### config.mk
export PLATFORM = sky130hd
export DESIGN_NAME = lsu_ctl_top
export DESIGN_NICKNAME = d
export VERILOG_FILES = /design/src/design/lsu_pkg.sv /design/src/design/lsu_addr_gen.sv /design/src/design/lsu_ctl_top.sv /design/src/design/lsu_load_format.sv /design/src/design/lsu_pipe_ctl.sv /design/src/design/lsu_region_cfg.sv /design/src/design/lsu_reservation.sv
export SDC_FILE = /design/constraint.sdc
export NUM_CORES = 1
export LEC_CHECK = 0
export ABC_AREA = 0
export BUFFER_PORTS_ARGS = -buffer_cell sky130_fd_sc_hd__buf_2
export CAP_MARGIN = 20
export CELL_PAD_IN_SITES_DETAIL_PLACEMENT = 1
export CELL_PAD_IN_SITES_GLOBAL_PLACEMENT = 2
export CORE_UTILIZATION = 37
export DETAILED_ROUTE_END_ITERATION = 10
export GPL_TIMING_DRIVEN = 0
export HOLD_SLACK_MARGIN = 0.1
export PLACE_DENSITY = 0.95
export SKIP_LAST_GASP = 1
export SLEW_MARGIN = 20
export SYNTH_ARGS = -nofsm -noshare
export SYNTH_HDL_FRONTEND = slang
export SYNTH_SLANG_ARGS = --single-unit
### constraint.sdc
create_clock -name clk -period 5.4 [get_ports clk]
set_clock_uncertainty 0.05 [all_clocks]
set_input_delay 0.27 -clock clk [delete_from_list [all_inputs] [get_ports clk]]
set_output_delay 0.27 -clock clk [all_outputs]
set_load 0.01 [all_outputs]
### src/design/lsu_pkg.sv
/* Shared widths, size codes and region constants for the LSU control path
   LSU packet carried from decode down to dc5 */
`default_nettype none

package lsu_pkg;

   //**************************************************************************
   // Widths
   //**************************************************************************
   localparam int XLEN        = 32;   // Data and address width
   localparam int OFFSET_W    = 12;   // Immediate offset
   localparam int REGION_HI_W = 16;   // Upper address bits, 64 KB per region

   // Region bases out of reset
   localparam logic [REGION_HI_W-1:0] DCCM_BASE_RST = 16'hF004;
   localparam logic [REGION_HI_W-1:0] PIC_BASE_RST  = 16'hF00C;

   // Config register select
   localparam logic CFG_SEL_DCCM = 1'b0;
   localparam logic CFG_SEL_PIC  = 1'b1;

   //**************************************************************************
   // Access size and packet
   //**************************************************************************
   typedef enum logic [1:0] {
      SZ_BYTE = 2'b00,
      SZ_HALF = 2'b01,
      SZ_WORD = 2'b10
   } size_e;

   // Valid sits in bit 0
   typedef struct packed {
      logic  atomic;   // Any AMO, LR or SC
      logic  sc;
      logic  lr;
      size_e size;
      logic  unsign;   // Zero extend on load
      logic  store;
      logic  load;
      logic  valid;
   } lsu_pkt_t;

endpackage

`default_nettype wire

### src/design/lsu_addr_gen.sv
/* dc1 address generation
   Start and end address, dual-word flag and memory-map decode */
`timescale 1ns/100ps
`default_nettype none

module lsu_addr_gen (
   input  logic [lsu_pkg::XLEN-1:0]        rs1_dc1,
   input  logic [lsu_pkg::OFFSET_W-1:0]    offset_dc1,   // Already zero for atomics
   input  lsu_pkg::size_e                  size_dc1,
   input  logic [lsu_pkg::REGION_HI_W-1:0] dccm_base,
   input  logic [lsu_pkg::REGION_HI_W-1:0] pic_base,
   output logic [lsu_pkg::XLEN-1:0]        lsu_addr_dc1,
   output logic [lsu_pkg::XLEN-1:0]        end_addr_dc1,
   output logic                            ldst_dual_dc1,
   output logic                            addr_in_dccm_dc1,
   output logic                            addr_in_pic_dc1,
   output logic                            addr_external_dc1
);
   import lsu_pkg::*;

   logic [XLEN-1:0]        offset_sext;
   logic [1:0]             size_off;    // Bytes past the first one
   logic [REGION_HI_W-1:0] start_hi;
   logic [REGION_HI_W-1:0] end_hi;

   assign offset_sext  = {{(XLEN-OFFSET_W){offset_dc1[OFFSET_W-1]}}, offset_dc1};
   assign lsu_addr_dc1 = rs1_dc1 + offset_sext;

   always_comb begin
      case (size_dc1)
         SZ_BYTE: size_off = 2'd0;
         SZ_HALF: size_off = 2'd1;
         default: size_off = 2'd3;
      endcase
   end

   assign end_addr_dc1  = lsu_addr_dc1 + {{(XLEN-2){1'b0}}, size_off};
   assign ldst_dual_dc1 = lsu_addr_dc1[2] != end_addr_dc1[2];   // Crosses a word

   //**************************************************************************
   // Region decode
   //**************************************************************************
   assign start_hi = lsu_addr_dc1[XLEN-1 -: REGION_HI_W];
   assign end_hi   = end_addr_dc1[XLEN-1 -: REGION_HI_W];

   // Both ends must land in the same window
   assign addr_in_dccm_dc1  = (start_hi == dccm_base) & (end_hi == dccm_base);
   assign addr_in_pic_dc1   = (start_hi == pic_base) & (end_hi == pic_base);
   assign addr_external_dc1 = ~addr_in_dccm_dc1 & ~addr_in_pic_dc1;

endmodule

`default_nettype wire

### src/design/lsu_ctl_top.sv
/* LSU control path top
   Region config, address generation, pipeline, load format and reservation */
`timescale 1ns/100ps
`default_nettype none

module lsu_ctl_top (
   input  logic                            clk,
   input  logic                            rst_n,
   input  lsu_pkg::lsu_pkt_t               lsu_p,
   input  logic [lsu_pkg::XLEN-1:0]        rs1,
   input  logic [lsu_pkg::OFFSET_W-1:0]    offset,
   input  logic                            flush_dc2_up,
   input  logic                            flush_dc3,
   input  logic                            flush_dc4,
   input  logic                            flush_dc5,
   input  logic [lsu_pkg::XLEN-1:0]        dccm_data,
   input  logic [lsu_pkg::XLEN-1:0]        pic_data,
   input  logic [lsu_pkg::XLEN-1:0]        bus_data,
   input  logic                            lr_reset,
   input  logic                            cfg_req,
   input  logic                            cfg_sel,
   input  logic [lsu_pkg::REGION_HI_W-1:0] cfg_wdata,
   output logic [lsu_pkg::XLEN-1:0]        lsu_addr_dc1,
   output logic                            ldst_dual_dc1,
   output logic                            addr_in_dccm_dc1,
   output logic                            addr_in_pic_dc1,
   output logic                            addr_external_dc1,
   output logic [lsu_pkg::XLEN-1:0]        lsu_result_dc3,
   output logic                            lsu_commit_dc5,
   output logic                            lsu_sc_success_dc5,
   output logic                            lr_vld,
   output logic                            cfg_ack
);
   import lsu_pkg::*;

   logic [REGION_HI_W-1:0] dccm_base, pic_base;
   logic [XLEN-1:0]        rs1_dc1;
   logic [OFFSET_W-1:0]    offset_dc1;
   logic [XLEN-1:0]        end_addr_dc1;
   logic [XLEN-1:0]        lsu_addr_dc5;
   lsu_pkt_t               lsu_pkt_dc1, lsu_pkt_dc3, lsu_pkt_dc5;
   logic                   addr_in_dccm_dc3, addr_in_pic_dc3, addr_external_dc3;

   lsu_region_cfg u_region_cfg (.*);

   lsu_addr_gen u_addr_gen (.*, .size_dc1(lsu_pkt_dc1.size));

   lsu_pipe_ctl u_pipe_ctl (.*, .end_addr_dc5());   // End address unused past dc1 here

   lsu_load_format u_load_format (.*);

   lsu_reservation u_reservation (.*);

endmodule

`default_nettype wire

### src/design/lsu_load_format.sv
/* dc3 load data select by region
   Byte and halfword sign or zero extension */
`timescale 1ns/100ps
`default_nettype none

module lsu_load_format (
   input  lsu_pkg::lsu_pkt_t        lsu_pkt_dc3,
   input  logic                     addr_in_dccm_dc3,
   input  logic                     addr_in_pic_dc3,
   input  logic                     addr_external_dc3,
   input  logic [lsu_pkg::XLEN-1:0] dccm_data,
   input  logic [lsu_pkg::XLEN-1:0] pic_data,
   input  logic [lsu_pkg::XLEN-1:0] bus_data,
   output logic [lsu_pkg::XLEN-1:0] lsu_result_dc3
);
   import lsu_pkg::*;

   logic [XLEN-1:0] ld_data;
   logic            sx;        // Sign extend

   // Region flags are one-hot
   assign ld_data = ({XLEN{addr_in_dccm_dc3}}  & dccm_data) |
                    ({XLEN{addr_in_pic_dc3}}   & pic_data)  |
                    ({XLEN{addr_external_dc3}} & bus_data);
   assign sx      = ~lsu_pkt_dc3.unsign;

   always_comb begin
      lsu_result_dc3 = '0;
      if (lsu_pkt_dc3.valid && lsu_pkt_dc3.load) begin
         case (lsu_pkt_dc3.size)
            SZ_BYTE: lsu_result_dc3 = {{(XLEN-8){sx & ld_data[7]}}, ld_data[7:0]};
            SZ_HALF: lsu_result_dc3 = {{(XLEN-16){sx & ld_data[15]}}, ld_data[15:0]};
            default: lsu_result_dc3 = ld_data;
         endcase
      end
   end

endmodule

`default_nettype wire

### src/design/lsu_pipe_ctl.sv
/* dc1 to dc5 packet, address and region pipeline
   Per-stage flush kill and dc5 commit */
`timescale 1ns/100ps
`default_nettype none

module lsu_pipe_ctl (
   input  logic                         clk,
   input  logic                         rst_n,
   input  lsu_pkg::lsu_pkt_t            lsu_p,
   input  logic [lsu_pkg::XLEN-1:0]     rs1,
   input  logic [lsu_pkg::OFFSET_W-1:0] offset,
   input  logic                         flush_dc2_up,
   input  logic                         flush_dc3,
   input  logic                         flush_dc4,
   input  logic                         flush_dc5,
   input  logic [lsu_pkg::XLEN-1:0]     lsu_addr_dc1,
   input  logic [lsu_pkg::XLEN-1:0]     end_addr_dc1,
   input  logic                         addr_in_dccm_dc1,
   input  logic                         addr_in_pic_dc1,
   input  logic                         addr_external_dc1,
   output logic [lsu_pkg::XLEN-1:0]     rs1_dc1,
   output logic [lsu_pkg::OFFSET_W-1:0] offset_dc1,
   output lsu_pkg::lsu_pkt_t            lsu_pkt_dc1,
   output lsu_pkg::lsu_pkt_t            lsu_pkt_dc3,
   output lsu_pkg::lsu_pkt_t            lsu_pkt_dc5,
   output logic [lsu_pkg::XLEN-1:0]     lsu_addr_dc5,
   output logic [lsu_pkg::XLEN-1:0]     end_addr_dc5,
   output logic                         addr_in_dccm_dc3,
   output logic                         addr_in_pic_dc3,
   output logic                         addr_external_dc3,
   output logic                         lsu_commit_dc5
);
   import lsu_pkg::*;

   lsu_pkt_t        pkt_in [1:5];
   lsu_pkt_t        pkt_q  [1:5];
   logic [XLEN-1:0] addr_q [2:5];
   logic [XLEN-1:0] end_q  [2:5];
   logic [3:2]      dccm_q, pic_q, ext_q;   // Region flags for dc2 and dc3

   // Packet moves down one stage per clock, valid killed by flushes
   always_comb begin
      pkt_in[1] = lsu_p;
      for (int i = 2; i <= 5; i++) begin
         pkt_in[i] = pkt_q[i-1];
      end
      pkt_in[1].valid = lsu_p.valid & ~flush_dc2_up;
      pkt_in[2].valid = pkt_q[1].valid & ~flush_dc2_up;
      pkt_in[3].valid = pkt_q[2].valid & ~flush_dc2_up;
      pkt_in[4].valid = pkt_q[3].valid & ~flush_dc3;
      pkt_in[5].valid = pkt_q[4].valid & ~flush_dc4;
   end

   always_ff @(posedge clk or negedge rst_n) begin
      if (!rst_n) begin
         for (int i = 1; i <= 5; i++) begin
            pkt_q[i] <= '0;
         end
      end else begin
         pkt_q <= pkt_in;
      end
   end

   //**************************************************************************
   // Operand, address and region flops
   //**************************************************************************
   always_ff @(posedge clk) begin
      rs1_dc1    <= rs1;
      offset_dc1 <= offset & ~{OFFSET_W{lsu_p.atomic}};   // Atomics use rs1 only
      addr_q[2]  <= lsu_addr_dc1;
      end_q[2]   <= end_addr_dc1;
      for (int i = 3; i <= 5; i++) begin
         addr_q[i] <= addr_q[i-1];
         end_q[i]  <= end_q[i-1];
      end
      dccm_q <= {dccm_q[2], addr_in_dccm_dc1};
      pic_q  <= {pic_q[2], addr_in_pic_dc1};
      ext_q  <= {ext_q[2], addr_external_dc1};
   end

   assign lsu_pkt_dc1       = pkt_q[1];
   assign lsu_pkt_dc3       = pkt_q[3];
   assign lsu_pkt_dc5       = pkt_q[5];
   assign lsu_addr_dc5      = addr_q[5];
   assign end_addr_dc5      = end_q[5];
   assign addr_in_dccm_dc3  = dccm_q[3];
   assign addr_in_pic_dc3   = pic_q[3];
   assign addr_external_dc3 = ext_q[3];

   assign lsu_commit_dc5 = pkt_q[5].valid & ~flush_dc5 &
                           (pkt_q[5].load | pkt_q[5].store | pkt_q[5].atomic);

endmodule

`default_nettype wire

### src/design/lsu_region_cfg.sv
/* DCCM and PIC base registers
   Written by a four-phase req/ack handshake */
`timescale 1ns/100ps
`default_nettype none

module lsu_region_cfg (
   input  logic                            clk,
   input  logic                            rst_n,
   input  logic                            cfg_req,
   input  logic                            cfg_sel,
   input  logic [lsu_pkg::REGION_HI_W-1:0] cfg_wdata,
   output logic                            cfg_ack,
   output logic [lsu_pkg::REGION_HI_W-1:0] dccm_base,
   output logic [lsu_pkg::REGION_HI_W-1:0] pic_base
);
   import lsu_pkg::*;

   logic cfg_wr;

   // New request seen, not yet acknowledged
   assign cfg_wr = cfg_req & ~cfg_ack;

   // Ack follows req one edge later, both ways
   always_ff @(posedge clk or negedge rst_n) begin
      if (!rst_n) begin
         cfg_ack <= 1'b0;
      end else if (cfg_wr) begin
         cfg_ack <= 1'b1;
      end else if (!cfg_req) begin
         cfg_ack <= 1'b0;   // Master has released req
      end
   end

   //**************************************************************************
   // Base registers
   //**************************************************************************
   always_ff @(posedge clk or negedge rst_n) begin
      if (!rst_n) begin
         dccm_base <= DCCM_BASE_RST;
         pic_base  <= PIC_BASE_RST;
      end else if (cfg_wr) begin
         if (cfg_sel == CFG_SEL_DCCM) begin
            dccm_base <= cfg_wdata;
         end
         if (cfg_sel == CFG_SEL_PIC) begin
            pic_base <= cfg_wdata;
         end
      end
   end

endmodule

`default_nettype wire

### src/design/lsu_reservation.sv
/* LR/SC reservation, one address and valid
   SC success check in dc5 */
`timescale 1ns/100ps
`default_nettype none

module lsu_reservation (
   input  logic                     clk,
   input  logic                     rst_n,
   input  lsu_pkg::lsu_pkt_t        lsu_pkt_dc5,
   input  logic [lsu_pkg::XLEN-1:0] lsu_addr_dc5,
   input  logic                     lsu_commit_dc5,
   input  logic                     lr_reset,      // Interrupt, debug or trap
   output logic                     lr_vld,
   output logic                     lsu_sc_success_dc5
);
   import lsu_pkg::*;

   logic [XLEN-1:2] lr_addr;   // Word granule
   logic            lr_wr_en;
   logic            lr_clr;

   assign lr_wr_en = lsu_commit_dc5 & lsu_pkt_dc5.lr;
   assign lr_clr   = (lsu_commit_dc5 & lsu_pkt_dc5.sc) | lr_reset;   // Any SC, match or not

   assign lsu_sc_success_dc5 = lsu_pkt_dc5.valid & lsu_pkt_dc5.sc & lr_vld &
                               (lsu_addr_dc5[XLEN-1:2] == lr_addr);

   // Clear wins over set
   always_ff @(posedge clk or negedge rst_n) begin
      if (!rst_n) begin
         lr_vld <= 1'b0;
      end else if (lr_clr) begin
         lr_vld <= 1'b0;
      end else if (lr_wr_en) begin
         lr_vld <= 1'b1;
      end
   end

   always_ff @(posedge clk) begin
      if (lr_wr_en) begin
         lr_addr <= lsu_addr_dc5[XLEN-1:2];
      end
   end

endmodule

`default_nettype wire

==> results of run 1 <==
-- logic make-up after synthesis --
family,count (synthesis),synth area share [%]
compound gates,174,11.96
xor+xnor,95,8.164
fa+ha+maj,33,4.058
buf+inv,52,1.920
flops,273,59.31
mux,32,3.478
simple gates,218,11.11
-- metal layers --
layer	part of all wire [%]	vias up
met5	0	-
met4	3.1	0
met3	3.8	65
met2	52	212
met1	41	4104
li1	-	3862
-- worst max-delay path: cells and delay by family, from the launching register on --
family / cells / cell delay (ps)
simple gates: 2 / 610
xor+xnor: 2 / 570
fa+ha+maj: 2 / 660
compound gates: 6 / 1810
flops: 1 / 310
buf+inv: 1 / 190
-- registers in the layout (all words and copies together) (netlist names), 6 cells and up --
signal                  cells
u_pipe_ctl.addr_q         120
u_pipe_ctl.offset_dc1      12
u_region_cfg.pic_base      16
u_pipe_ctl.pkt_in          13
u_pipe_ctl.lsu_pkt_dc5      6
u_reservation.lr_addr      30
u_pipe_ctl.lsu_pkt_dc3      9
u_pipe_ctl.lsu_pkt_dc1      9
u_pipe_ctl.rs1_dc1         32
u_region_cfg.dccm_base     16
-- path summary, 6_finish.rpt --
path,startpoint,to,cells past startpoint
min reg2reg,u_pipe_ctl.addr_q[1][18],u_pipe_ctl.addr_q[1][50],0
max reg2reg,u_pipe_ctl.rs1_dc1[0],u_pipe_ctl.ext_q[2],12
min,rst_n,u_pipe_ctl.lsu_pkt_dc5[7],2
max in group asynchronous,rst_n,u_region_cfg.pic_base[12],3
max,u_pipe_ctl.rs1_dc1[0],addr_external_dc1,13
min in group clk,cfg_sel,u_region_cfg.dccm_base[1],3
-- timing repair --
| action | in CTS | in global routing |
|---|---|---|
| gates cloned | 0 | 0 |
| gates resized for setup | 1 | 2 |
| buffers inserted | 0 | 0 |
| endpoints found under the hold margin | 155 | 0 |
| hold buffers | 76 | 0 |
| endpoints found under the setup margin | 3 | 1 |
-- area by class of cell --
type,count,area [sq um]
diodes,2,5.005
plain buffers,35,135.1
clock buffers,37,817.0
clock inverters,13,158.9
fillers,2977,13340
inverters,17,63.81
multi-input cells,552,4038
flip-flops and latches,273,6146
well taps,372,465.4
repair buffers,322,2009
-- stage by stage --
stage	utilization, %	instance area, sq um
after floorplan	-	10360
after global placement	44.35	12050
after detailed placement	44.45	12080
after CTS	50.85	13820
after global routing	50.92	13840
final	50.92	13840
-- power by group through the flow --
stage / Combinational (mW) / Clock, mW / Sequential, mW
2_1_floorplan: 0.461 / 0 / 2.45
3_3_place_gp: 0.707 / 0 / 2.48
3_5_place_dp: 0.733 / 0 / 2.51
4_1_cts: 0.788 / 2.05 / 2.47
5_1_grt: 0.864 / 2.15 / 2.49
6_report: 0.796 / 2.02 / 2.46
-- cells in the final DEF, fill, tap and decap left out, types with 8 or more instances in the layout --
master and count:
buf_2 247, dfxtp_1 169, dlygate4sd3_1 76, dfrtp_1 62
xnor2_1 59, nor2_1 52, nand2_1 44, a21oi_1 35
clkbuf_1 34, xor2_1 33, mux2_2 32, ha_1 32
clkbuf_16 30, edfxtp_1 30, o21ai_0 22, a31oi_1 19
nor2b_1 19, nand4_1 17, inv_1 17, a22oi_1 17
nand3_1 16, a222oi_1 15, nor3_1 14, a21o_1 11
dfstp_2 11, and3_1 10, and2_1 8, clkinv_2 8
==> run metrics, run 1 <==
status complete, no violations; global-route wire length before repair 48.18 mm; cell taking the most area after synthesis dfxtp_1; Post-Synthesis Cells 877; largest net degree at the start of global routing 43; post-layout worst setup margin 363.2 ps; CP endpoint kind output pin; vias 8243; post-route insts no fill 1623; Clock Path Buffers 3; Max IR drop VDD 0.2085 mV; crit path max fanout 7; CP peak stage delay 570 ps; sum of negative setup slack 0 ps; # Max-Cap Violations 0; Combinational Power Share 15.1%; WHS 155.0 ps; vias per std cell 5.079; Final Max Slew Viols 0; Setup CP Type reg2out; slowest CP cell a2111o_1; GR met1 Demand/Resource 27.33%; synthesized area 10360 sq um; syn nets 1084; # DRC 0; sequential share of power 46.7%; Setup violations, final 0; clk sinks 273; Synth warnings 0; clock period minus worst slack 5037 ps; PortBufs 245; NetSw 1.369 mW; Antenna Violating Nets Remaining 0; total grt overflow 0; Final period util 93.27%; path category of the worst min-delay check in2async; Tot GR Track Use 21.85%; met3 global-route usage 2.659%; DP Wirelength 22.84 mm; Async SR Flop Fraction 26.74%; Most Crowded Layer GR met2; Detailed Route WL 31.76 mm; P per Cell Area 381.6 nW/um^2; Commonest cells post-synth 170 x dfxtp_1, 62 x dfrtp_1, 59 x xnor2_1; initial detailed-routing violation count 506; Distinct cells, synth 69; Tot Pwr 5.281 mW; CORE AREA 27180 sq um; WL per Instance 19.57 microns; Die Ht 169.3 microns; internal power 3.912 mW; ys flop type dfxtp_1; vias in the first global route 8501; H-tree depth 1; top-count cell post-synth dfxtp_1; DIE AREA 28670 sq um; Num CTS Buffers 27; CTS tree built; area grow syn2layout 33.58%; GPL Wtd Cong 0.8237; sequential-to-total area share from yosys stat 59.31%; initial antenna violation count 2; Die W 169.3 microns; pre-CTS setup slack 441.3 ps; Inst Count DP 1495; kind of start point of the critical path flip-flop; final hold viol count 0; power share of the clock group 38.3%; I/O pin count 246; crit-path cells ha_1, fa_1, a21o_1, a221o_2, a2111o_1, a21o_2, xor2_2, xnor2_1, o2111ai_1, nor3b_1, nor4b_2, a31oi_1, buf_2; worst-skew pair later-pin latency 550 ps; post-synth top area share 32.85%; CTS Root Cell clkbuf_16; leakage 6.122 nW; Data required, critical path 5080 ps; RSZ-0062 raised after global routing no; r2r setup slk 1220 ps; Nets 1435; Slew @ Worst Pin 917.9 ps; Post-synth EDFFs 30; Row Count 60; Max Freq 0.1985 GHz; GR met2 Demand/Resource 38.99%; Initial Util 38.12%; Worst EP arrival 4720 ps; Yosys reg bits 273; Syn Area/Cell 11.81 sq um; Detailed Routing Iterations Pass 1 5; share of layout cells above drive strength 1 28.74%; Slew HR 38.28%; synth top area cells dfxtp_1 33%, dfrtp_1 15%, edfxtp_1 8.7%, xnor2_1 5.0%, ha_1 3.9%; Worst-path clk slew 60 ps; Net Sw Frac 25.92%
No activity file was read; power rests on OpenSTA's default activity.
==> run 2: changes to the inputs <==
--- a/config.mk
+++ b/config.mk
@@ -14,7 +14,8 @@
 export DETAILED_ROUTE_END_ITERATION = 10
 export GPL_TIMING_DRIVEN = 0
 export HOLD_SLACK_MARGIN = 0.1
-export PLACE_DENSITY = 0.95
+export PLACE_DENSITY_LB_ADDON = 0.1
+export RECOVER_POWER = 100
 export SKIP_LAST_GASP = 1
 export SLEW_MARGIN = 20
 export SYNTH_ARGS = -nofsm -noshare
==> run metrics, run 2 (synthesis results as in run 1) <==
status complete, but fails checks; violated checks capacitance limit, slew limit; worst-skew pair later-pin latency 550 ps (about the same); Worst EP arrival 4770 ps (+50 ps); sequential share of power 47.5% (+0.8 points); initial detailed-routing violation count 384 (-24%); # DRC 0 (unchanged); Tot Pwr 5.162 mW (-2.2%); Num CTS Buffers 28 (+3.7%); initial antenna violation count 2 (unchanged); Final period util 94.20% (+0.93 points); RSZ-0062 raised after global routing no; Die W 169.3 microns (unchanged); clk sinks 273 (unchanged); Slew HR -107.1% (-150 points); DP Wirelength 22.11 mm (-3.2%); sum of negative setup slack 0 ps (unchanged); Most flops, register u_pipe_ctl.addr_q; Nets 1437 (+0.14%); Setup CP Type reg2out; DIE AREA 28670 sq um (unchanged); Max IR drop VDD 0.2665 mV (+28%); max reg flops 120 (unchanged); Tot GR Track Use 20.03% (-1.8 points); post-CTS setup buffer count 0 (unchanged); Final Max Slew Viols 88 (+88); leading cell type in the layout, fill and taps excluded buf_2; Combinational Power Share 14.6% (-0.5 points); Regs by FF count u_pipe_ctl.addr_q: 120 flops, u_pipe_ctl.rs1_dc1: 32 flops, u_reservation.lr_addr: 30 flops; largest net degree at the start of global routing 57 (+33%); global-route wire length before repair 44.55 mm (-7.5%); CORE AREA 27180 sq um (unchanged); area grow syn2layout 32.22%; total grt overflow 0 (unchanged); Post-Route Utilization 50.41% (-0.52 points); vias in the first global route 8258 (-2.9%); GPL Wtd Cong 0.8243 (about the same); Net Sw Frac 25.29% (-0.63 points); WL per Instance 18.04 microns (-7.8%); crit path max fanout 7 (unchanged); path category of the worst min-delay check in2reg; Row Count 60 (unchanged); Min-Delay Path Depth 3; Detailed Route WL 29.31 mm (-7.7%); P per Cell Area 376.9 nW/um^2 (-1.2%); I/O pin count 246 (unchanged); Antenna Violating Nets Remaining 0 (unchanged); CP endpoint kind output pin; power share of the clock group 37.9% (-0.4 points); Slew @ Worst Pin 3107 ps (+2189 ps); number of diodes 0 (-2); final hold viol count 0 (unchanged); Setup violations, final 0 (unchanged); Max Freq 0.1966 GHz (-0.98%); Clock Path Buffers 3 (unchanged); worst r2r path cells 12 (unchanged); vias per std cell 4.882 (-3.9%); Die Ht 169.3 microns (unchanged); r2r setup slk 1190 ps (-30 ps); leakage 5.814 nW (-5.0%); share of layout cells above drive strength 1 21.88% (-6.9 points); NetSw 1.305 mW (-4.6%); kind of start point of the critical path flip-flop; # Max-Cap Violations 2 (+2); Initial Util 38.12% (unchanged); internal power 3.857 mW (-1.4%); most frequent cells in the layout 172 x buf_2, 169 x dfxtp_1, 117 x clkbuf_1; Data required, critical path 5080 ps (about the same); H-tree depth 1 (unchanged); CTS tree built; vias 7928 (-3.8%); clock period minus worst slack 5087 ps (+50.07 ps); PortBufs 245 (unchanged); Detailed Routing Iterations Pass 1 6 (+1); CTS Root Cell clkbuf_16; Worst-path clk slew 60 ps (about the same)
==> run 2: stage by stage <==
| stage | setup WS [ps] | hold WS [ps] | instance area (sq um) | cells |
|---|---|---|---|---|
| 2_1_floorplan | 1506 | -75.59 | 10360 | 877 |
| 3_3_place_gp | 468.3 | 259.8 | 12050 | 1494 |
| 3_5_place_dp | 449.8 | 116.3 | 12110 | 1496 |
| 4_1_cts | 195.2 | 113.1 | 13840 | 1624 |
| 5_1_grt | 80.99 | 114.8 | 13700 | 1624 |
| 6_report | 313.1 | 133.9 | 13700 | 1624 |
==> run 2: power groups by stage <==
stage	logic (mW)	clock network (mW)	registers, mW
2_1_floorplan	0.461	0	2.45
3_3_place_gp	0.718	0	2.48
3_5_place_dp	0.729	0	2.50
4_1_cts	0.778	2.01	2.46
5_1_grt	0.830	2.10	2.48
6_report	0.753	1.96	2.45
==> run 2: timing repair <==
action	4_1_cts	5_1_grt
hold endpoints to repair	153	0
setup endpoints to repair	3	1
hold buffers	76	0
resized for setup	1	4
==> run 2: critical path, stage by stage, from the launching register on <==
cell	delay, ps
dfxtp_1	300
ha_1	220
fa_1	410
a21o_1	190
a221o_1	430
a221oi_2	480
nor4bb_1	150
nor4_1	620
xnor2_1	350
xnor2_1	250
nand3_1	90
nor3_1	340
and3_1	240
buf_2	140
==> run 2: final cells by class <==
cell class | instances | area (sq um)
well taps | 372 | 465.4
repair buffers | 323 | 1901
plain buffers | 35 | 133.9
fillers | 3069 | 13480
inverters | 17 | 63.81
flip-flops and latches | 273 | 6148
clock buffers | 42 | 835.8
multi-input cells | 552 | 4016
clock inverters | 10 | 133.9
==> run 2: path summary, 6_finish.rpt <==
| kind | from | endpoint |
|---|---|---|
| max | u_pipe_ctl.rs1_dc1[0] | addr_in_dccm_dc1 |
| min | flush_dc5 | u_reservation.lr_vld |
| max reg2reg | u_pipe_ctl.rs1_dc1[0] | u_pipe_ctl.ext_q[2] |
| min reg2reg | u_pipe_ctl.addr_q[1][42] | u_pipe_ctl.addr_q[2][10] |
| max in group asynchronous | rst_n | u_region_cfg.pic_base[1] |
| min in group asynchronous | rst_n | u_pipe_ctl.pkt_in[25] |
==> run 2: metal layers <==
| metal | GRT usage [%] | vias to the layer above | wire, microns |
|---|---|---|---|
| li1 | - | 3872 | - |
| met1 | 24.62 | 3854 | 12610 |
| met2 | 36.70 | 164 | 15040 |
| met3 | 3.148 | 36 | 1136 |
| met4 | 4.348 | 2 | 510 |
| met5 | 0 | - | 13 |
==> run 3: changes to the inputs <==
--- a/config.mk
+++ b/config.mk
@@ -9,8 +9,8 @@
 export BUFFER_PORTS_ARGS = -buffer_cell sky130_fd_sc_hd__buf_2
 export CAP_MARGIN = 20
 export CELL_PAD_IN_SITES_DETAIL_PLACEMENT = 1
-export CELL_PAD_IN_SITES_GLOBAL_PLACEMENT = 2
-export CORE_UTILIZATION = 37
+export CELL_PAD_IN_SITES_GLOBAL_PLACEMENT = 1
+export CORE_UTILIZATION = 45
 export DETAILED_ROUTE_END_ITERATION = 10
 export GPL_TIMING_DRIVEN = 0
 export HOLD_SLACK_MARGIN = 0.1
==> run metrics, run 3 (synthesis results as in run 1) <==
status complete, but fails checks; violated checks capacitance limit, slew limit; Regs by FF count u_pipe_ctl.addr_q: 120 flops, u_pipe_ctl.rs1_dc1: 32 flops, u_reservation.lr_addr: 30 flops; CORE AREA 22640 sq um (-17%); Clock Path Buffers 3 (unchanged); crit path max fanout 7 (unchanged); WL per Instance 19.96 microns (+11%); max reg flops 120 (unchanged); # Max-Cap Violations 2 (unchanged); total grt overflow 0 (unchanged); reg2reg start u_pipe_ctl.rs1_dc1[0]; Worst Min Path Start cfg_sel; final hold viol count 0 (unchanged); post-CTS setup buffer count 0 (unchanged); clk sinks 273 (unchanged); Slew @ Worst Pin 3065 ps (-41.84 ps); DP Wirelength 21.95 mm (-0.76%); Most flops, register u_pipe_ctl.addr_q; Tot Pwr 5.130 mW (-0.62%); GPL Wtd Cong 0.8765 (+6.3%); DIE AREA 23630 sq um (-18%); clock period minus worst slack 5162 ps (+74.66 ps); Worst EP arrival 4840 ps (+70 ps); Min-Delay Path Depth 3 (unchanged); Slew HR -104.3% (+2.8 points); Tot GR Track Use 25.94% (+5.9 points); Max Freq 0.1937 GHz (-1.4%); H-tree depth 1 (unchanged); RSZ-0062 raised after global routing no; vias in the first global route 8869 (+7.4%); vias per std cell 5.327 (+9.1%); Num CTS Buffers 29 (+3.6%); worst-skew pair later-pin latency 550 ps (about the same); Hold Path Sink u_region_cfg.dccm_base[1]; internal power 3.776 mW (-2.1%); Data required, critical path 5080 ps (about the same); initial detailed-routing violation count 458 (+19%); kind of start point of the critical path flip-flop; area grow syn2layout 31.03%; largest net degree at the start of global routing 58 (+1.8%); Post-Route Utilization 59.96% (+9.6 points); power share of the clock group 36.7% (-1.2 points); Setup violations, final 0 (unchanged); share of layout cells above drive strength 1 22.41% (+0.52 points); CP endpoint kind output pin; Detailed Routing Iterations Pass 1 8 (+2); Detailed Route WL 30.74 mm (+4.9%); initial antenna violation count 1 (-1); global-route wire length before repair 47.63 mm (+6.9%); Worst-path clk slew 60 ps (about the same); # DRC 0 (unchanged); Final period util 95.58% (+1.4 points); NetSw 1.355 mW (+3.8%); leakage 5.820 nW (+0.11%); Die W 153.7 microns (-9.2%); most frequent cells in the layout 176 x buf_2, 169 x dfxtp_1, 113 x clkbuf_1; P per Cell Area 378.0 nW/um^2 (+0.29%); sum of negative setup slack 0 ps (unchanged); CTS tree built; PortBufs 245 (unchanged); Combinational Power Share 15.2% (+0.6 points); Initial Util 45.76% (+7.6 points); Die Ht 153.7 microns (-9.2%); Max IR drop VDD 0.3134 mV (+18%); Row Count 55 (-8.3%); Antenna Violating Nets Remaining 0 (unchanged); CTS Root Cell clkbuf_16; FILL cells 2465 (-20%); leading cell type in the layout, fill and taps excluded buf_2; vias 8204 (+3.5%); r2r setup slk 1090 ps (-100 ps); worst reg2reg endpoint u_pipe_ctl.ext_q[2]; Setup CP Type reg2out; Net Sw Frac 26.41% (+1.1 points); sequential share of power 48.1% (+0.6 points); I/O pin count 246 (unchanged); Nets 1438 (+0.070%); path category of the worst min-delay check in2reg; worst r2r path cells 12 (unchanged); Final Max Slew Viols 90 (+2.3%)
-- run 3: cell count changes in the layout (fill, tap and decap cells not counted), moves of 2 or more --
cell / change
clkbuf_1: -4
buf_2: +4
bufinv_16: -2
inv_6: +3
-- run 3: final cells by class --
class	count	area, sq um	share of cell area [%]
sequential	273	6146	45.28
multi-input combinational	552	4035	29.73
timing repair buffer	323	1912	14.08
clock buffer	43	839.6	6.185
tap	285	356.6	2.627
buffer	35	133.9	0.9863
clock inverter	11	85.08	0.6268
inverter	17	63.81	0.4701
antenna	1	2.502	0.01843
-- run 3: layer usage --
metal	global-route usage (%)	part of all wire, %	vias up
met5	0	0	-
met4	9.476	3.2	0
met3	3.918	4.2	64
met2	49.07	53	231
met1	29.32	40	4031
li1	-	-	3878
-- run 3: timing repair --
item,in CTS,in global routing
gates resized for setup,1,4
pin swaps,0,0
endpoints found under the hold margin,153,0
hold buffers,77,0
endpoints found under the setup margin,3,3
-- run 3: worst max-delay path by stage --
| stage | from | end | slack [ps] |
|---|---|---|---|
| after global routing | u_pipe_ctl.offset_dc1[11] | addr_in_dccm_dc1 | 1 |
| after global placement | u_pipe_ctl.offset_dc1[11] | addr_external_dc1 | 510 |
| final | u_pipe_ctl.rs1_dc1[0] | addr_external_dc1 | 240 |
| after floorplan | u_pipe_ctl.offset_dc1[11] | addr_external_dc1 | 1510 |
| after CTS | u_pipe_ctl.offset_dc1[11] | addr_external_dc1 | 210 |
| after detailed placement | u_pipe_ctl.offset_dc1[11] | addr_external_dc1 | 480 |
-- run 3: power by group through the flow --
stage / logic [mW] / clock network [mW] / registers (mW)
2_1_floorplan: 0.461 / 0 / 2.45
3_3_place_gp: 0.705 / 0 / 2.48
6_report: 0.778 / 1.88 / 2.47
3_5_place_dp: 0.730 / 0 / 2.51
4_1_cts: 0.786 / 1.93 / 2.47
5_1_grt: 0.848 / 2.00 / 2.50
-- run 3: per-stage QoR --
step                std cells  hold WS (ps)  setup WS, ps  instance area (sq um)
global route             1540         231.4         1.190                  13570
floorplan                 877        -75.59          1506                  10360
CTS                      1539         123.1         214.1                  13680
finish                   1540         242.0         238.5                  13570
global placement         1407         260.0         511.7                  11940
detailed placement       1408         105.2         483.7                  11980
-- run 3: worst max-delay path: stages, from the launching register on --
cell	delay [ps]
dfxtp_1	320
ha_1	240
fa_1	420
a21o_1	200
a221o_1	420
a2111o_1	580
a21o_2	270
xor2_1	490
xnor2_1	220
o2111ai_1	180
nor3b_1	270
nor4b_2	380
a31oi_1	120
buf_2	180
